<file path="config.mk">
export PLATFORM = sky130hd
export DESIGN_NAME = readout_mux_top
export DESIGN_NICKNAME = d
export VERILOG_FILES = /design/src/source/readout_geom_pkg.sv /design/src/source/readout_ctrl_pkg.sv /design/src/source/frame_sync_gen.sv /design/src/source/line_sync_gen.sv /design/src/source/pixel_counter.sv /design/src/source/bank_sequencer.sv /design/src/source/pixel_output_stage.sv /design/src/source/readout_mux_top.sv
export SDC_FILE = /design/constraint.sdc
export NUM_CORES = 1
export LEC_CHECK = 0
export ABC_AREA = 1
export ABC_CLOCK_PERIOD_IN_PS = 1960
export BUFFER_PORTS_ARGS = -buffer_cell sky130_fd_sc_hd__buf_2
export CAP_MARGIN = 20
export CORE_AREA = 4 4 251 253
export DETAILED_ROUTE_END_ITERATION = 7
export DIE_AREA = 0 0 255 257
export PLACE_DENSITY = 0.56
export SLEW_MARGIN = 15
export SYNTH_ARGS = -nofsm -noshare
export SYNTH_HDL_FRONTEND = slang
export SYNTH_SLANG_ARGS = --single-unit
</file>
<file path="constraint.sdc">
create_clock -name eim_clk -period 1.96 [get_ports eim_clk]
set_clock_uncertainty 0.2 [all_clocks]
set_input_delay 0.392 -clock eim_clk [delete_from_list [all_inputs] [get_ports eim_clk]]
set_output_delay 0.392 -clock eim_clk [all_outputs]
set_load 0.05 [all_outputs]
</file>
<file path="src/source/readout_geom_pkg.sv">
package readout_geom_pkg;

    // ----------------------------------------
    // line geometry
    // ----------------------------------------

    // readout chip line buffers, walked in order
    localparam int NUM_BANKS       = 12;
    // beats served from one bank per line
    localparam int PIXELS_PER_BANK = 128;
    // fixed line length, all banks back to back
    localparam int LINE_BEATS      = NUM_BANKS * PIXELS_PER_BANK;
    localparam int PIXEL_W         = 24;

    // ----------------------------------------
    // data types
    // ----------------------------------------

    typedef logic [PIXEL_W-1:0]   pixel_t;
    // one bit per bank, at most one set
    typedef logic [NUM_BANKS-1:0] bank_onehot_t;
    // pixel or line position
    typedef logic [15:0]          pos_t;
    // line count vs image height
    typedef logic [11:0]          line_cnt_t;

endpackage

</file>
<file path="src/source/readout_ctrl_pkg.sv">
package readout_ctrl_pkg;

    // ----------------------------------------
    // sync timing
    // ----------------------------------------

    // input flops on read_index
    localparam int SYNC_STAGES = 2;
    // restart to frame trigger
    localparam int FRAME_DELAY = 3;
    // hsync hold after the final bank
    localparam int HSYNC_HOLD  = 5;
    // vsync hold after the final line
    localparam int VSYNC_HOLD  = 15;
    // beat to output register
    localparam int OUT_DELAY   = 3;
    // first beat to frame_start
    localparam int START_DELAY = 12;

    // ----------------------------------------
    // state encodings
    // ----------------------------------------

    typedef enum logic [1:0] {FRAME_IDLE, FRAME_ACTIVE, FRAME_HOLD} frame_state_e;
    typedef enum logic [1:0] {LINE_IDLE, LINE_ACTIVE, LINE_HOLD} line_state_e;

endpackage

</file>
<file path="src/source/frame_sync_gen.sv">
`timescale 1ns/100ps

module frame_sync_gen
    import readout_geom_pkg::*;
    import readout_ctrl_pkg::*;
(
    input  logic      eim_clk,
    input  logic      eim_rst,
    input  logic      read_index,
    input  logic      aed_read_index,
    input  logic      hsync,
    input  line_cnt_t image_height,
    output logic      restart,
    output logic      frame_trigger,
    output logic      frame_reset,
    output logic      lines_done
);

    typedef logic [$clog2(VSYNC_HOLD + 1)-1:0] vhold_cnt_t;

    logic [SYNC_STAGES-1:0] ri_sync;
    logic [FRAME_DELAY-1:0] restart_dly;
    logic                   hsync_q;
    logic                   hsync_fall;
    line_cnt_t              line_cnt;
    vhold_cnt_t             hold_cnt;
    frame_state_e           frame_state;

    // ----------------------------------------
    // read index sync, restart, trigger
    // ----------------------------------------

    // rise on the synced level, blocked during auto-exposure reads
    assign restart = ri_sync[SYNC_STAGES-2] && !ri_sync[SYNC_STAGES-1] && !aed_read_index;
    assign frame_trigger = restart_dly[FRAME_DELAY-1];

    always_ff @(posedge eim_clk or negedge eim_rst) begin
        if (!eim_rst) begin
            ri_sync     <= '0;
            restart_dly <= '0;
            frame_reset <= 1'b0;
        end else begin
            ri_sync     <= {ri_sync[SYNC_STAGES-2:0], read_index};
            restart_dly <= {restart_dly[FRAME_DELAY-2:0], restart};
            // one cycle behind the trigger
            frame_reset <= frame_trigger;
        end
    end

    // ----------------------------------------
    // line count
    // ----------------------------------------

    assign hsync_fall = hsync_q && !hsync;

    always_ff @(posedge eim_clk or negedge eim_rst) begin
        if (!eim_rst) begin
            hsync_q    <= 1'b0;
            line_cnt   <= '0;
            lines_done <= 1'b0;
        end else begin
            hsync_q    <= hsync;
            lines_done <= 1'b0;
            if (restart || lines_done) begin
                line_cnt <= '0;
            end else if (hsync_fall && frame_state == FRAME_ACTIVE) begin
                line_cnt   <= line_cnt + line_cnt_t'(1);
                // final line of the frame
                lines_done <= (line_cnt == image_height - line_cnt_t'(1));
            end
        end
    end

    // vsync level is any state but idle
    always_ff @(posedge eim_clk or negedge eim_rst) begin
        if (!eim_rst) begin
            frame_state <= FRAME_IDLE;
            hold_cnt    <= '0;
        end else if (restart) begin
            frame_state <= FRAME_IDLE;
            hold_cnt    <= '0;
        end else begin
            case (frame_state)
                FRAME_IDLE: begin
                    if (frame_trigger) begin
                        frame_state <= FRAME_ACTIVE;
                    end
                end
                FRAME_ACTIVE: begin
                    if (lines_done) begin
                        frame_state <= FRAME_HOLD;
                        hold_cnt    <= '0;
                    end
                end
                FRAME_HOLD: begin
                    // keep vsync up past the last line
                    hold_cnt <= hold_cnt + vhold_cnt_t'(1);
                    if (hold_cnt == vhold_cnt_t'(VSYNC_HOLD - 1)) begin
                        frame_state <= FRAME_IDLE;
                    end
                end
                default: frame_state <= FRAME_IDLE;
            endcase
        end
    end

endmodule

</file>
<file path="src/source/line_sync_gen.sv">
`timescale 1ns/100ps

module line_sync_gen
    import readout_ctrl_pkg::*;
(
    input  logic eim_clk,
    input  logic eim_rst,
    input  logic restart,
    input  logic line_start,
    input  logic bank_final,
    input  logic read_index,
    output logic hsync,
    output logic line_resume
);

    typedef logic [$clog2(HSYNC_HOLD + 1)-1:0] hhold_cnt_t;

    line_state_e line_state;
    hhold_cnt_t  hold_cnt;

    // high from line start through the hold
    assign hsync = (line_state != LINE_IDLE);

    always_ff @(posedge eim_clk or negedge eim_rst) begin
        if (!eim_rst) begin
            line_state  <= LINE_IDLE;
            hold_cnt    <= '0;
            line_resume <= 1'b0;
        end else if (restart) begin
            line_state  <= LINE_IDLE;
            hold_cnt    <= '0;
            line_resume <= 1'b0;
        end else begin
            case (line_state)
                LINE_IDLE: begin
                    if (line_start) begin
                        line_state <= LINE_ACTIVE;
                    end
                end
                LINE_ACTIVE: begin
                    // bank 11 done, start the hold
                    if (bank_final) begin
                        line_state <= LINE_HOLD;
                        hold_cnt   <= '0;
                    end
                end
                LINE_HOLD: begin
                    hold_cnt <= hold_cnt + hhold_cnt_t'(1);
                    if (hold_cnt == hhold_cnt_t'(HSYNC_HOLD - 1)) begin
                        line_state  <= LINE_IDLE;
                        // remember read index for the next line requests
                        line_resume <= read_index;
                    end
                end
                default: line_state <= LINE_IDLE;
            endcase
        end
    end

endmodule

</file>
<file path="src/source/pixel_counter.sv">
`timescale 1ns/100ps

module pixel_counter
    import readout_geom_pkg::*;
(
    input  logic eim_clk,
    input  logic eim_rst,
    input  logic restart,
    input  logic frame_trigger,
    input  logic lines_done,
    input  logic hsync,
    input  logic axis_tready,
    output logic beat_valid,
    output logic beat_last,
    output logic beat_first,
    output pos_t pixel_pos
);

    logic hsync_q;
    logic line_open;
    logic first_armed;
    pos_t line_pos;

    // offer only while the line window is open and the consumer is ready
    assign beat_valid = hsync && line_open && axis_tready;
    assign beat_last  = beat_valid && (pixel_pos == pos_t'(LINE_BEATS - 1));
    assign beat_first = beat_valid && first_armed && (pixel_pos == '0) && (line_pos == '0);

    always_ff @(posedge eim_clk or negedge eim_rst) begin
        if (!eim_rst) begin
            hsync_q     <= 1'b0;
            line_open   <= 1'b0;
            first_armed <= 1'b0;
            pixel_pos   <= '0;
            line_pos    <= '0;
        end else begin
            hsync_q <= hsync;
            if (restart) begin
                line_open   <= 1'b0;
                first_armed <= 1'b0;
                pixel_pos   <= '0;
                line_pos    <= '0;
            end else begin
                // window opens on hsync rise, shuts on last beat
                if (hsync && !hsync_q) begin
                    line_open <= 1'b1;
                end else if (beat_last) begin
                    line_open <= 1'b0;
                end
                // only a triggered frame gets a start mark
                if (frame_trigger) begin
                    first_armed <= 1'b1;
                end else if (beat_first) begin
                    first_armed <= 1'b0;
                end
                // stalls with tready low
                if (frame_trigger || lines_done) begin
                    pixel_pos <= '0;
                    line_pos  <= '0;
                end else if (beat_valid) begin
                    if (beat_last) begin
                        pixel_pos <= '0;
                        line_pos  <= line_pos + pos_t'(1);
                    end else begin
                        pixel_pos <= pixel_pos + pos_t'(1);
                    end
                end
            end
        end
    end

endmodule

</file>
<file path="src/source/bank_sequencer.sv">
`timescale 1ns/100ps

module bank_sequencer
    import readout_geom_pkg::*;
(
    input  logic         eim_clk,
    input  logic         eim_rst,
    input  logic         restart,
    input  logic         hsync,
    input  logic         line_resume,
    input  logic         read_index,
    input  logic         csi_done,
    input  logic         valid_read_mem,
    input  logic         beat_valid,
    input  pos_t         pixel_pos,
    output bank_onehot_t bank_sel,
    output logic         bank_final,
    output bank_onehot_t bank_read_req
);

    logic hsync_q;
    logic bank_end;

    // last accepted beat of the current bank
    assign bank_end = beat_valid && valid_read_mem &&
                      (pos_t'(pixel_pos % PIXELS_PER_BANK) == pos_t'(PIXELS_PER_BANK - 1));
    assign bank_final = bank_end && bank_sel[NUM_BANKS-1];

    // request gated by csi done, read index or the level held from last line end
    assign bank_read_req = (beat_valid && csi_done && (read_index || line_resume)) ?
                           bank_sel : '0;

    // ----------------------------------------
    // one-hot walk
    // ----------------------------------------

    always_ff @(posedge eim_clk or negedge eim_rst) begin
        if (!eim_rst) begin
            hsync_q  <= 1'b0;
            bank_sel <= '0;
        end else begin
            hsync_q <= hsync;
            if (restart) begin
                bank_sel <= '0;
            end else if (hsync && !hsync_q) begin
                // bank 0 on line start
                bank_sel <= bank_onehot_t'(1);
            end else if (bank_end) begin
                // bank 11 shifts out, leaving none selected
                bank_sel <= bank_sel << 1;
            end
        end
    end

endmodule

</file>
<file path="src/source/pixel_output_stage.sv">
`timescale 1ns/100ps

module pixel_output_stage
    import readout_geom_pkg::*;
    import readout_ctrl_pkg::*;
(
    input  logic         eim_clk,
    input  logic         eim_rst,
    input  logic         restart,
    input  logic         beat_valid,
    input  logic         beat_last,
    input  logic         beat_first,
    input  bank_onehot_t bank_sel,
    input  pixel_t       bank_data_a [NUM_BANKS],
    input  pixel_t       bank_data_b [NUM_BANKS],
    output logic         data_valid,
    output logic         axis_tlast,
    output pixel_t       data_out_a,
    output pixel_t       data_out_b,
    output logic         frame_start
);

    logic [OUT_DELAY-1:0]   valid_dly;
    logic [OUT_DELAY-1:0]   last_dly;
    bank_onehot_t           sel_dly [OUT_DELAY];
    logic [START_DELAY-1:0] start_dly;
    pixel_t                 mux_a;
    pixel_t                 mux_b;

    // selected bank pair, zero with no bank
    always_comb begin
        mux_a = '0;
        mux_b = '0;
        for (int i = 0; i < NUM_BANKS; i++) begin
            if (sel_dly[OUT_DELAY-1][i]) begin
                mux_a = bank_data_a[i];
                mux_b = bank_data_b[i];
            end
        end
    end

    // ----------------------------------------
    // control pipeline
    // ----------------------------------------

    always_ff @(posedge eim_clk or negedge eim_rst) begin
        if (!eim_rst) begin
            valid_dly   <= '0;
            last_dly    <= '0;
            sel_dly     <= '{default: '0};
            start_dly   <= '0;
            data_valid  <= 1'b0;
            axis_tlast  <= 1'b0;
            frame_start <= 1'b0;
        end else if (restart) begin
            valid_dly   <= '0;
            last_dly    <= '0;
            sel_dly     <= '{default: '0};
            start_dly   <= '0;
            data_valid  <= 1'b0;
            axis_tlast  <= 1'b0;
            frame_start <= 1'b0;
        end else begin
            // runs every cycle, drains under back-pressure
            valid_dly  <= {valid_dly[OUT_DELAY-2:0], beat_valid};
            last_dly   <= {last_dly[OUT_DELAY-2:0], beat_last};
            sel_dly[0] <= bank_sel;
            for (int i = 1; i < OUT_DELAY; i++) begin
                sel_dly[i] <= sel_dly[i-1];
            end
            // longer delay on the frame start mark
            start_dly   <= {start_dly[START_DELAY-2:0], beat_first};
            data_valid  <= valid_dly[OUT_DELAY-1];
            axis_tlast  <= last_dly[OUT_DELAY-1];
            frame_start <= start_dly[START_DELAY-1];
        end
    end

    // data lines up with data_valid
    always_ff @(posedge eim_clk) begin
        data_out_a <= mux_a;
        data_out_b <= mux_b;
    end

endmodule

</file>
<file path="src/source/readout_mux_top.sv">
`timescale 1ns/100ps

module readout_mux_top
    import readout_geom_pkg::*;
(
    input  logic         eim_clk,
    input  logic         eim_rst,
    input  logic         read_index,
    input  logic         aed_read_index,
    input  logic         line_start,
    input  logic         csi_done,
    input  line_cnt_t    image_height,
    input  logic         valid_read_mem,
    input  logic         axis_tready,
    input  pixel_t       bank_data_a [NUM_BANKS],
    input  pixel_t       bank_data_b [NUM_BANKS],
    output logic         data_valid,
    output logic         axis_tlast,
    output pixel_t       data_out_a,
    output pixel_t       data_out_b,
    output logic         frame_start,
    output logic         frame_reset,
    output bank_onehot_t bank_read_req
);

    // frame control
    logic         restart;
    logic         frame_trigger;
    logic         lines_done;
    // line control
    logic         hsync;
    logic         line_resume;
    // beat stream
    logic         beat_valid;
    logic         beat_last;
    logic         beat_first;
    pos_t         pixel_pos;
    // bank walk
    bank_onehot_t bank_sel;
    logic         bank_final;

    frame_sync_gen u_frame_sync_gen (
        .eim_clk        (eim_clk),
        .eim_rst        (eim_rst),
        .read_index     (read_index),
        .aed_read_index (aed_read_index),
        .hsync          (hsync),
        .image_height   (image_height),
        .restart        (restart),
        .frame_trigger  (frame_trigger),
        .frame_reset    (frame_reset),
        .lines_done     (lines_done)
    );

    line_sync_gen u_line_sync_gen (
        .eim_clk     (eim_clk),
        .eim_rst     (eim_rst),
        .restart     (restart),
        .line_start  (line_start),
        .bank_final  (bank_final),
        .read_index  (read_index),
        .hsync       (hsync),
        .line_resume (line_resume)
    );

    pixel_counter u_pixel_counter (
        .eim_clk       (eim_clk),
        .eim_rst       (eim_rst),
        .restart       (restart),
        .frame_trigger (frame_trigger),
        .lines_done    (lines_done),
        .hsync         (hsync),
        .axis_tready   (axis_tready),
        .beat_valid    (beat_valid),
        .beat_last     (beat_last),
        .beat_first    (beat_first),
        .pixel_pos     (pixel_pos)
    );

    bank_sequencer u_bank_sequencer (
        .eim_clk        (eim_clk),
        .eim_rst        (eim_rst),
        .restart        (restart),
        .hsync          (hsync),
        .line_resume    (line_resume),
        .read_index     (read_index),
        .csi_done       (csi_done),
        .valid_read_mem (valid_read_mem),
        .beat_valid     (beat_valid),
        .pixel_pos      (pixel_pos),
        .bank_sel       (bank_sel),
        .bank_final     (bank_final),
        .bank_read_req  (bank_read_req)
    );

    pixel_output_stage u_pixel_output_stage (
        .eim_clk     (eim_clk),
        .eim_rst     (eim_rst),
        .restart     (restart),
        .beat_valid  (beat_valid),
        .beat_last   (beat_last),
        .beat_first  (beat_first),
        .bank_sel    (bank_sel),
        .bank_data_a (bank_data_a),
        .bank_data_b (bank_data_b),
        .data_valid  (data_valid),
        .axis_tlast  (axis_tlast),
        .data_out_a  (data_out_a),
        .data_out_b  (data_out_b),
        .frame_start (frame_start)
    );

endmodule

</file>
==> results.md, run 1 <==
* FF-to-FF End: u_pixel_output_stage.data_out_b[8]
* Die ar. at 65540 µm²
* Vias in the first global route at 18350
* CTS buffer count at 17
* Hold path depth at 5
* Via/cell ratio at 4.803
* Initial antenna violation count at 93
* Power share of the combinational group at 71.3%
* CP bufs+invs at 5
* Die X at 255 µm
* Syn Area/Cell at 6.027 µm²
* Leak at 12.85 nW
* Period utilization at 126.8%
* MaxCap Viol Count at 0
* DP HPWL at 75.89 mm
* Slew @ Worst Pin at 0.5632 ns
* Area delta synth->final at 74.96%
* Core area at 61030 µm²
* FF-to-FF Start: u_pixel_output_stage.sel_dly[2]
* First-pass GRT wire length at 130.3 mm
* Psw at 17.10 mW
* Crit-path max FO at 5
* Crit Path Class: flop to output pin
* Clock Tree Buf Depth at 2
* Pin count of the biggest net entering global routing at 63
* Worst-Skew Late Latency at 0.49 ns
* Placed cell areas at 19150 µm²
* RSZ-0062 raised after global routing: yes
* Final min period at 2.485 ns
* Total GRT Usage at 27.98%
* PD cells at 1341 nW/µm²
* Crit-path most repeated cell: inv_2
* Asr flop ratio synth at 73.77%
* Slew margin rel. at 62.45%
* Crit-path leading delay family: buffers and inverters
* Internal reg-to-reg setup slack at -0.29 ns
* Hold Path End: u_pixel_output_stage.data_out_a[5]
* Sink Count at 183
* Fraction of the yosys area taken by sequential cells at 32.04%
* Critical-path top delay cell: dfrtp_1
* Port Buf Inserts at 659
* Clock tree from TritonCTS: done
* Total Nets Final at 3720
* TritonRoute pass-1 iters at 6
* Synth top area share at 24.95%
* Critical Path Sink Type: output pin
* Final setup violation count at 87
* Height of the chip at 257 µm
* Failing checks: setup timing
* Net Sw Frac at 53.83%
* Power share of the clock group at 11.7%
* Max Slew Vio Count at 0
* Mapped Cells at 2247
* Internal power at 14.67 mW
* Seq cells post-synth at 183
* EDFF count, synth at 0
* Remaining global-route overflow at 0
* CTS H-tree lvls at 4
* Global placement routability congestion at 1.059
* Slowest stage delay, CP at 0.37 ns
* Most common cell after layout, fill and taps aside: buf_2
* Reg2Reg Depth at 16
* Share of layout cells above drive strength 1 at 44.28%
* Most frequent cells in the layout: buf_2 (646), nand2_1 (542), inv_1 (322)
* Worst EP required at 1.37 ns
* Most area-consuming cells after synthesis: dfrtp_1 (25%), nand2_1 (20%), a21oi_1 (12%)
* DRC Markers at 0
* DR WL/cell at 24.32 µm
* Ports at 660
* Worst Hold Launch: bank_data_a[29]
* Dominant cell type by area after synthesis: dfrtp_1
* Cell row count at 91
* Filler instances at 6612
* Reg power frac at 17.1%
* Final instance area at 23690 µm²
* Starting density of the core at 22.19%
* HP Class: input pin to flop
* Worst vdd ir at 641.8 µV
* Worst Setup SP: u_line_sync_gen.line_state[0]
* Yosys warning count at 0
* Cell Chain, Critical Path: inv_2, ha_4, inv_2, nand3_2, inv_2, o211ai_1, buf_4, nor2_4, buf_8
* Netlist cell types at 45
* Post-route setup slack at -0.5246 ns
* Via count at 19060
* Clk slew on worst S/H paths at 0.08 ns
* Startpoint types: flop
* F_max at 0.4025 GHz
* Mapped Area at 13540 µm²
* Ys flop type: dfrtp_1
* Synthesized Nets at 2859
* Status: finished with violations
* Crit path DAT at 1.89 ns
* Post-Route WL at 96.52 mm
* Pre-CTS worst setup slack at -0.5566 ns
* Final antenna-violating net count at 0
* CTS root buf: clkbuf_16
* Hold Vio Cnt, Final at 0
* Drt initial violations at 1854
## power by group through the flow
stage	registers, mW	logic, mW	clock network [mW]
detailed placement	5.48	17.5	0
global placement	5.50	17.5	0
finish	5.42	22.6	3.71
floorplan	6.71	7.78	0
global route	5.48	24.1	3.96
CTS	5.44	20.8	3.83
## metal layers
layer  part of all wire (%)  global-route usage, %  vias to the layer above
met1                     39                  34.12                     8797
li1                       -                      -                     8847
met2                     42                  40.94                     1078
met3                     12                  11.99                      301
met5                   0.29                      0                        -
met4                    6.7                  16.38                       40
## flip-flops by register name, summed over array words and instances, names as in the netlist, 2 cells and up
name,count
u_frame_sync_gen.restart_dly,3
u_pixel_counter.pixel_pos,16
u_pixel_output_stage.data_out_b,24
u_frame_sync_gen.ri_sync,2
u_pixel_output_stage.valid_dly,3
u_frame_sync_gen.frame_state,2
u_pixel_output_stage.start_dly,12
u_pixel_output_stage.data_out_a,24
u_line_sync_gen.line_state,2
u_pixel_output_stage.last_dly,3
u_frame_sync_gen.line_cnt,12
u_pixel_output_stage.sel_dly,36
u_line_sync_gen.hold_cnt,3
u_frame_sync_gen.hold_cnt,4
u_pixel_counter.line_pos,16
u_bank_sequencer.bank_sel,12
## cells by family after synthesis
logic type	Yosys count	synth area share (%)
simple gates	1166	36.38
buf+inv	476	14.00
compound gates	380	14.41
flops	183	32.04
xor+xnor	25	1.617
fa+ha+maj	16	1.478
mux	1	0.07392
## Yosys cell counts (3+ instances only)
master,count
inv_1,328
o21ai_0,39
buf_1,6
o21ai_1,9
nor2_4,4
o211ai_1,4
a21oi_1,316
nand3_1,235
dfxtp_1,48
nand3_2,5
nand2_1,712
nor2_2,8
nand2_2,5
nor3_1,22
xor2_1,20
o21ai_2,3
inv_2,8
buf_4,12
xnor2_1,5
o21a_1,3
dfrtp_1,135
nand4_1,12
clkbuf_1,80
buf_2,37
nor2_1,144
ha_1,16
o22ai_1,3
nor4_1,4
## how the worst max path moves through the flow
stage                                                      to  slack, ns  cells after the start
final                                        bank_read_req[7]      -0.52                      9
after global routing                         bank_read_req[7]      -0.63                      9
after global placement    u_pixel_output_stage.data_out_b[20]      -0.56                     14
after detailed placement  u_pixel_output_stage.data_out_b[20]      -0.56                     14
after CTS                                    bank_read_req[7]      -0.58                      9
after floorplan                             bank_read_req[10]      -0.16                      8
## worst min-delay path, delay by kind of cell
| family | cells | cell delay, ns |
|---|---|---|
| buffers and inverters | 2 | 0.14 |
| AO/OA/AOI/OAI | 1 | 0.05 |
| AND/OR/NAND/NOR | 2 | 0.10 |
## final cells by class
class                   instances  area (µm²)  area share, %
repair buffers                978        6998          29.54
multi-input cells            1588        9309          39.29
diodes                         58       145.1         0.6126
repair inverters                1       11.26        0.04753
flip-flops and latches        183        4370          18.45
clock buffers                  20       446.7          1.885
clock inverters                12       136.4         0.5756
well taps                     790       988.4          4.172
inverters                     339        1287          5.434
## metrics by stage
step / setup TNS (ns) / power (mW) / hold WS (ns) / utilization [%] / std cells
final: -15.24 / 31.77 / 0.04438 / 38.82 / 3969
after floorplan: -1.510 / 14.49 / -0.1036 / - / 2247
after detailed placement: -11.01 / 22.97 / 0.1372 / 31.38 / 3728
after global placement: -10.65 / 22.96 / 0.1356 / 31.38 / 3728
after CTS: -21.86 / 30.04 / 0.001337 / 36.89 / 3887
after global routing: -24.48 / 33.52 / 0.03545 / 38.73 / 3947
## what timing repair did
item / 4_1_cts / 5_1_grt
endpoints found under the setup margin: 70 / 119
hold endpoints to repair: 173 / 0
gates cloned: 11 / 6
buffers inserted: 44 / 28
pin swaps: 116 / 164
gates resized for setup: 382 / 218
hold buffers: 81 / 0
Power figures use the tool's default switching activity.
==> run 2: changes to the inputs <==
--- a/config.mk
+++ b/config.mk
@@ -8,11 +8,11 @@
 export ABC_AREA = 1
 export ABC_CLOCK_PERIOD_IN_PS = 1960
 export BUFFER_PORTS_ARGS = -buffer_cell sky130_fd_sc_hd__buf_2
-export CAP_MARGIN = 20
-export CORE_AREA = 4 4 251 253
+export CAP_MARGIN = 5
+export CORE_AREA = 4 4 255 257
 export DETAILED_ROUTE_END_ITERATION = 7
-export DIE_AREA = 0 0 255 257
-export PLACE_DENSITY = 0.56
+export DIE_AREA = 0 0 259 261
+export PLACE_DENSITY = 0.55
 export SLEW_MARGIN = 15
 export SYNTH_ARGS = -nofsm -noshare
 export SYNTH_HDL_FRONTEND = slang
==> results.md, run 2 (synthesized netlist as in run 1, its figures left out) <==
* Global placement routability congestion at 1.068 (was 1.059)
* Final antenna-violating net count at 0 (unchanged)
* Slowest stage delay, CP at 0.37 ns (about the same)
* Core area at 62740 µm² (was 61030 µm²)
* Worst-Skew Late Latency at 0.49 ns (about the same)
* CP bufs+invs at 5 (unchanged)
* RSZ-0062 raised after global routing: yes (unchanged)
* Most frequent cells in the layout: buf_2 (643), nand2_1 (582), inv_1 (321) (was buf_2 (646), nand2_1 (542), inv_1 (322))
* DR WL/cell at 23.98 µm (was 24.32 µm)
* FF-to-FF Start: u_pixel_output_stage.sel_dly[1] (was u_pixel_output_stage.sel_dly[2])
* Share of layout cells above drive strength 1 at 42.75% (was 44.28%)
* Max FFs per register at 36 (unchanged)
* Most common cell after layout, fill and taps aside: buf_2 (unchanged)
* Height of the chip at 261 µm (was 257 µm)
* Worst Setup SP: u_line_sync_gen.line_state[1] (was u_line_sync_gen.line_state[0])
* Sink Count at 183 (unchanged)
* Internal reg-to-reg setup slack at -0.19 ns (was -0.29 ns)
* Area delta synth->final at 72.56% (was 74.96%)
* Crit-path leading delay family: buffers and inverters (unchanged)
* Slew @ Worst Pin at 0.6266 ns (was 0.5632 ns)
* Clock tree from TritonCTS: done (unchanged)
* Total Nets Final at 3694 (was 3720)
* Period utilization at 129.0% (was 126.8%)
* Largest registers: u_pixel_output_stage.sel_dly (36), u_pixel_output_stage.data_out_a (24), u_pixel_output_stage.data_out_b (24) (unchanged)
* Final setup violation count at 77 (was 87)
* Sequential cell area at 4372 µm² (was 4370 µm²)
* Drt initial violations at 1750 (was 1854)
* Failing checks: setup timing (unchanged)
* Cell row count at 92 (was 91)
* Remaining global-route overflow at 0 (unchanged)
* Reg2Reg Depth at 16 (unchanged)
* Post-Route WL at 96.00 mm (was 96.52 mm)
* Most flops, register: u_pixel_output_stage.sel_dly (unchanged)
* CTS buffer count at 17 (unchanged)
* Initial antenna violation count at 99 (was 93)
* Clock Tree Buf Depth at 2 (unchanged)
* FF-to-FF End: u_pixel_output_stage.data_out_b[6] (was u_pixel_output_stage.data_out_b[8])
* Critical Path Sink Type: output pin (unchanged)
* Via/cell ratio at 4.662 (was 4.803)
* Via count at 18670 (was 19060)
* Ports at 660 (unchanged)
* Clk slew on worst S/H paths at 0.08 ns (about the same)
* Filler instances at 6841 (was 6612)
* Vias in the first global route at 17790 (was 18350)
* Status: finished with violations (unchanged)
* Critical-path top delay cell: dfrtp_1 (unchanged)
* First-pass GRT wire length at 128.3 mm (was 130.3 mm)
* CTS H-tree lvls at 4 (unchanged)
* Slew margin rel. at 58.22% (was 62.45%)
* Crit-path most repeated cell: inv_2 (unchanged)
* Worst vdd ir at 642.7 µV (was 641.8 µV)
* Critical path depth in cells at 9 (unchanged)
* PD cells at 1324 nW/µm² (was 1341 nW/µm²)
* Port Buf Inserts at 659 (unchanged)
* Pin count of the biggest net entering global routing at 70 (was 63)
* DRC Markers at 0 (unchanged)
* Total GRT Usage at 26.74% (was 27.98%)
* Final instance area at 23370 µm² (was 23690 µm²)
* DP HPWL at 77.06 mm (was 75.89 mm)
* Post-route setup slack at -0.5676 ns (was -0.5246 ns)
* TritonRoute pass-1 iters at 6 (unchanged)
* Setup crit end: bank_read_req[10] (was bank_read_req[7])
* HP Class: input pin to flop (unchanged)
* Placed cell areas at 19180 µm² (was 19150 µm²)
* Final min period at 2.528 ns (was 2.485 ns)
* Crit path DAT at 1.94 ns (was 1.89 ns)
* Die ar. at 67600 µm² (was 65540 µm²)
* Worst EP required at 1.37 ns (about the same)
* Final hold slack at 0.03613 ns (was 0.04438 ns)
* Crit-path max FO at 11 (was 5)
* Multi-input gate area at 9107 µm² (was 9309 µm²)
* Leak at 12.66 nW (was 12.85 nW)
* MaxCap Viol Count at 0 (unchanged)
* Max Slew Vio Count at 0 (unchanged)
* Starting density of the core at 21.59% (was 22.19%)
* F_max at 0.3956 GHz (was 0.4025 GHz)
* Hold Vio Cnt, Final at 0 (unchanged)
* Crit Path Class: flop to output pin (unchanged)
* CTS root buf: clkbuf_16 (unchanged)
* Cell Chain, Critical Path: inv_2, ha_4, inv_2, nand3_2, inv_2, o211ai_1, buf_12, nor2_4, buf_6 (was inv_2, ha_4, inv_2, nand3_2, inv_2, o211ai_1, buf_4, nor2_4, buf_8)
* Die X at 259 µm (was 255 µm)
* Startpoint types: flop (unchanged)
## run 2: cell count changes in the layout (fill, tap and decap cells not counted), moves of 6 or more
cell     delta
buf_6      +10
nand2_1    +40
a21oi_4     -6
nand2_2    -19
o21ai_1     -6
nand2_4    -21
nand3_1     -8
a21oi_2     +7
o21ai_0     +7
buf_4      -22
buf_8      -15
nand3_2     +6
## run 2: layout make-up
class,instances,area share [%]
repair buffers,951,28.70
clock inverters,14,0.8781
inverters,339,5.547
repair inverters,2,0.1071
multi-input cells,1588,38.98
well taps,846,4.530
flip-flops and latches,183,18.71
clock buffers,18,1.879
diodes,63,0.6747
## run 2: where the power goes
| part | switching (mW) | total [mW] | internal [mW] |
|---|---|---|---|
| logic | 13.9 | 21.6 | 7.65 |
| clock network | 1.88 | 3.88 | 2.00 |
| registers | 0.705 | 5.48 | 4.77 |
## run 2: through the flow
step	setup slack [ns]	power, mW	setup TNS [ns]	utilization (%)	instances
finish	-0.5676	30.94	-11.45	37.25	4004
CTS	-0.6139	29.94	-13.48	35.96	3932
floorplan	-0.1584	14.49	-1.510	-	2247
global route	-0.7125	32.74	-21.67	37.15	3980
detailed placement	-0.4210	22.82	-9.293	30.57	3780
global placement	-0.4232	22.81	-8.835	30.57	3780
## run 2: worst min path at each step
stage                                               start                                  end  slack (ns)  cells past startpoint
after floorplan                                   eim_rst         u_bank_sequencer.bank_sel[0]       -0.10                      0
after global routing                      bank_data_b[45]  u_pixel_output_stage.data_out_b[21]        0.03                      5
after global placement    u_frame_sync_gen.restart_dly[0]      u_frame_sync_gen.restart_dly[1]        0.13                      0
final                                     bank_data_b[70]  u_pixel_output_stage.data_out_b[22]        0.04                      5
after detailed placement  u_frame_sync_gen.restart_dly[0]      u_frame_sync_gen.restart_dly[1]        0.13                      0
after CTS                                 bank_data_b[62]  u_pixel_output_stage.data_out_b[14]       0.002                      5
## run 2: worst register-to-register path, delay by kind of cell, from the launching register on
family        cells  cell delay [ns]
buf+inv           4             0.48
flops             1             0.48
simple gates     12             0.89
## run 2: layer usage
layer	global-route usage (%)	routed length [µm]	vias up
met5	0	249	-
met4	15.94	6127	38
met3	10.22	9969	254
met2	40.51	42350	947
met1	32.31	37300	8630
li1	-	-	8799
## run 2: timing repair
item / CTS / global route
pin swaps: 103 / 133
cloned: 11 / 4
hold buffers: 85 / 0
endpoints found under the setup margin: 80 / 119
hold endpoints to repair: 185 / 0
gates resized for setup: 359 / 159
buffers inserted: 31 / 13
==> run 3: changes to the inputs <==
--- a/config.mk
+++ b/config.mk
@@ -9,11 +9,12 @@
 export ABC_CLOCK_PERIOD_IN_PS = 1960
 export BUFFER_PORTS_ARGS = -buffer_cell sky130_fd_sc_hd__buf_2
 export CAP_MARGIN = 5
-export CORE_AREA = 4 4 255 257
+export CORE_AREA = 4 4 253 255
 export DETAILED_ROUTE_END_ITERATION = 7
-export DIE_AREA = 0 0 259 261
-export PLACE_DENSITY = 0.55
+export DIE_AREA = 0 0 257 259
+export PLACE_DENSITY = 0.57
 export SLEW_MARGIN = 15
 export SYNTH_ARGS = -nofsm -noshare
 export SYNTH_HDL_FRONTEND = slang
+export SYNTH_HIERARCHICAL = 1
 export SYNTH_SLANG_ARGS = --single-unit
==> results.md, run 3 <==
* Total Nets Final at 3842 (was 3694)
* Crit path DAT at 1.76 ns (was 1.94 ns)
* TritonRoute pass-1 iters at 5 (was 6)
* Fraction of the yosys area taken by sequential cells at 30.96% (was 32.04%)
* Starting density of the core at 23.02% (was 21.59%)
* Final hold slack at 0.04096 ns (was 0.03613 ns)
* Worst EP required at 1.37 ns (about the same)
* Most common cell after layout, fill and taps aside: nand2_1 (was buf_2)
* Asr flop ratio synth at 74.05% (was 73.77%)
* Power share of the combinational group at 69.7% (was 69.8%)
* PD cells at 1273 nW/µm² (was 1324 nW/µm²)
* Ys flop type: dfrtp_1 (unchanged)
* Netlist cell types at 45 (unchanged)
* Final min period at 2.356 ns (was 2.528 ns)
* Internal power at 14.93 mW (was 14.42 mW)
* Most flops, register: u_pixel_output_stage/sel_dly (was u_pixel_output_stage.sel_dly)
* DR WL/cell at 21.12 µm (was 23.98 µm)
* Leak at 12.91 nW (was 12.66 nW)
* Synthesized Nets at 3002 (was 2859)
* MaxCap Viol Count at 0 (unchanged)
* Initial antenna violation count at 34 (was 99)
* Largest registers: u_pixel_output_stage/sel_dly (36), u_pixel_output_stage/data_out_a (24), u_pixel_output_stage/data_out_b (24) (was u_pixel_output_stage.sel_dly (36), u_pixel_output_stage.data_out_a (24), u_pixel_output_stage.data_out_b (24))
* First-pass GRT wire length at 121.0 mm (was 128.3 mm)
* Vias in the first global route at 18610 (was 17790)
* Slew @ Worst Pin at 0.4570 ns (was 0.6266 ns)
* Dominant cell type by area after synthesis: dfrtp_1 (unchanged)
* Internal reg-to-reg setup slack at -0.20 ns (was -0.19 ns)
* Post-route setup slack at -0.3965 ns (was -0.5676 ns)
* Net Sw Frac at 51.87% (was 53.38%)
* Crit-path most repeated cell: buf_12 (was inv_2)
* Final antenna-violating net count at 0 (unchanged)
* DP HPWL at 68.52 mm (was 77.06 mm)
* Clock tree from TritonCTS: done (unchanged)
* Power share of the clock group at 12.5% (about the same)
* Height of the chip at 259 µm (was 261 µm)
* Ports at 660 (unchanged)
* Remaining global-route overflow at 0 (unchanged)
* Startpoint types: flop (unchanged)
* Failing checks: setup timing (unchanged)
* Most area-consuming cells after synthesis: dfrtp_1 (24%), nand2_1 (20%), nand3_1 (11%) (was dfrtp_1 (25%), nand2_1 (20%), a21oi_1 (12%))
* Worst vdd ir at 711.8 µV (was 642.7 µV)
* F_max at 0.4244 GHz (was 0.3956 GHz)
* Die ar. at 66560 µm² (was 67600 µm²)
* Die X at 257 µm (was 259 µm)
* Global placement routability congestion at 1.023 (was 1.068)
* Mapped Cells at 2396 (was 2247)
* Synth top area share at 24.18% (was 24.95%)
* Multi-input gate area at 10100 µm² (was 9107 µm²)
* Hold Vio Cnt, Final at 0 (unchanged)
* DRC Markers at 0 (unchanged)
* Max FFs per register at 36 (unchanged)
* Drt initial violations at 1519 (was 1750)
* Area delta synth->final at 71.83% (was 72.56%)
* CP bufs+invs at 5 (unchanged)
* Slew margin rel. at 69.74% (was 58.22%)
* Synth cell count leaders: nand2_1 (741), inv_1 (307), nand3_1 (299) (was nand2_1 (712), inv_1 (328), a21oi_1 (316))
* Crit-path max FO at 7 (was 11)
* Share of layout cells above drive strength 1 at 43.58% (was 42.75%)
* Seq cells post-synth at 185 (was 183)
* Mapped Area at 14180 µm² (was 13540 µm²)
* Via count at 19240 (was 18670)
* Total Power at 31.01 mW (was 30.94 mW)
* Final instance area at 24360 µm² (was 23370 µm²)
* Yosys warning count at 6 (was 0)
* Via/cell ratio at 4.679 (was 4.662)
* CTS buffer count at 17 (unchanged)
* Placed cell areas at 19760 µm² (was 19180 µm²)
* Total GRT Usage at 24.57% (was 26.74%)
* Final Core Density at 39.55% (was 37.25%)
* Sequential cell area at 4417 µm² (was 4372 µm²)
* Clk slew on worst S/H paths at 0.08 ns (about the same)
* EDFF count, synth at 0 (unchanged)
* Status: finished with violations (unchanged)
* Final setup violation count at 60 (was 77)
* Post-Route WL at 86.86 mm (was 96.00 mm)
* Sink Count at 185 (was 183)
* Period utilization at 120.2% (was 129.0%)
* Cell row count at 91 (was 92)
* Most common cell in the netlist: nand2_1 (unchanged)
* Syn Area/Cell at 5.918 µm² (was 6.027 µm²)
* HP Class: input pin to flop (unchanged)
* Reg power frac at 17.8% (was 17.7%)
* Crit-path leading delay family: buffers and inverters (unchanged)
* Filler instances at 6543 (was 6841)
* RSZ-0062 raised after global routing: yes (unchanged)
* Critical-path top delay cell: dfrtp_1 (unchanged)
* CTS H-tree lvls at 4 (unchanged)
* Most frequent cells in the layout: nand2_1 (653), buf_2 (646), inv_1 (300) (was buf_2 (643), nand2_1 (582), inv_1 (321))
* Worst-Skew Late Latency at 0.49 ns (about the same)
* Psw at 16.09 mW (was 16.52 mW)
* Crit Path Class: flop to output pin (unchanged)
* Max Slew Vio Count at 0 (unchanged)
* Clock Tree Buf Depth at 2 (unchanged)
* Core area at 61600 µm² (was 62740 µm²)
* Critical Path Sink Type: output pin (unchanged)
* Pin count of the biggest net entering global routing at 41 (was 70)
* CTS root buf: clkbuf_16 (unchanged)
* Port Buf Inserts at 659 (unchanged)
* Slowest stage delay, CP at 0.38 ns (was 0.37 ns)
* Cell Chain, Critical Path: inv_2, nand2_4, nand3_4, inv_4, o211ai_1, buf_6, buf_12, nor2_4, buf_12 (was inv_2, ha_4, inv_2, nand3_2, inv_2, o211ai_1, buf_12, nor2_4, buf_6)
[run 3: path summary, 6_finish.rpt]
kind                                                 start                                  end  cells after the start
max                          u_line_sync_gen/line_state[0]                     bank_read_req[5]                      9
min                                        bank_data_a[47]  u_pixel_output_stage/data_out_a[23]                      5
max reg2reg                u_pixel_output_stage/sel_dly[2]  u_pixel_output_stage/data_out_b[19]                     15
min reg2reg                u_frame_sync_gen/restart_dly[1]      u_frame_sync_gen/restart_dly[2]                      0
max in group asynchronous                          eim_rst         u_pixel_counter/line_pos[14]                      3
min in group asynchronous                          eim_rst          u_line_sync_gen/hold_cnt[2]                      2
[run 3: power by group through the flow]
| stage | Clock, mW | Combinational (mW) | Sequential, mW |
|---|---|---|---|
| 2_1_floorplan | 0 | 7.93 | 6.83 |
| 3_3_place_gp | 0 | 16.8 | 5.62 |
| 5_1_grt | 4.15 | 23.2 | 5.60 |
| 4_1_cts | 4.02 | 20.7 | 5.51 |
| 3_5_place_dp | 0 | 16.8 | 5.61 |
| 6_report | 3.88 | 21.6 | 5.51 |
[run 3: repair_timing]
item / 4_1_cts / 5_1_grt
hold endpoints to repair: 188 / 0
hold buffers: 88 / 0
gates resized for setup: 393 / 173
setup endpoints to repair: 56 / 79
gates cloned: 12 / 3
setup buffers: 36 / 13
pin swaps: 128 / 180
[run 3: kinds of logic after synthesis]
kind of cell	after synthesis	synth area share, %
compound gates	300	10.90
xor+xnor	15	0.9266
fa+ha+maj	10	0.8825
buf+inv	456	13.18
flops	185	30.96
simple gates	1430	43.16
[run 3: per-stage QoR]
step | cells | setup TNS (ns) | worst slack [ns]
floorplan | 2396 | -0.03606 | -0.02457
global placement | 3916 | -8.177 | -0.3925
detailed placement | 3916 | -8.325 | -0.4137
CTS | 4080 | -11.80 | -0.4709
global route | 4106 | -15.43 | -0.4708
finish | 4113 | -10.06 | -0.3965
[run 3: cell type report]
cell class	instances	area share (%)
antenna	27	0.2773
inverter	316	4.935
multi-input combinational	1755	41.47
clock inverter	15	0.8268
tap	837	4.298
timing repair buffer	961	28.31
sequential	185	18.13
clock buffer	17	1.746
[run 3: routing by layer]
layer  vias to the layer above  global-route usage, %  share of wire [%]
met5                         -                      0              0.047
met4                         6                  14.41                6.3
met3                       200                  6.175                8.3
met2                       946                  40.64                 47
met1                      8887                  28.94                 38
li1                       9205                      -                  -
[run 3: worst register-to-register path, cell delays in order, from the launching register on]
cell	delay, ns
dfrtp_4	0.57
buf_8	0.16
buf_12	0.14
buf_12	0.15
a21oi_2	0.12
nand2_1	0.06
nand2_1	0.06
nand2_1	0.06
nand3_2	0.07
nand3_2	0.09
nand3_2	0.08
nand3_2	0.06
nand2_2	0.08
nand2_2	0.06
nand2_4	0.08
nand2_2	0.05
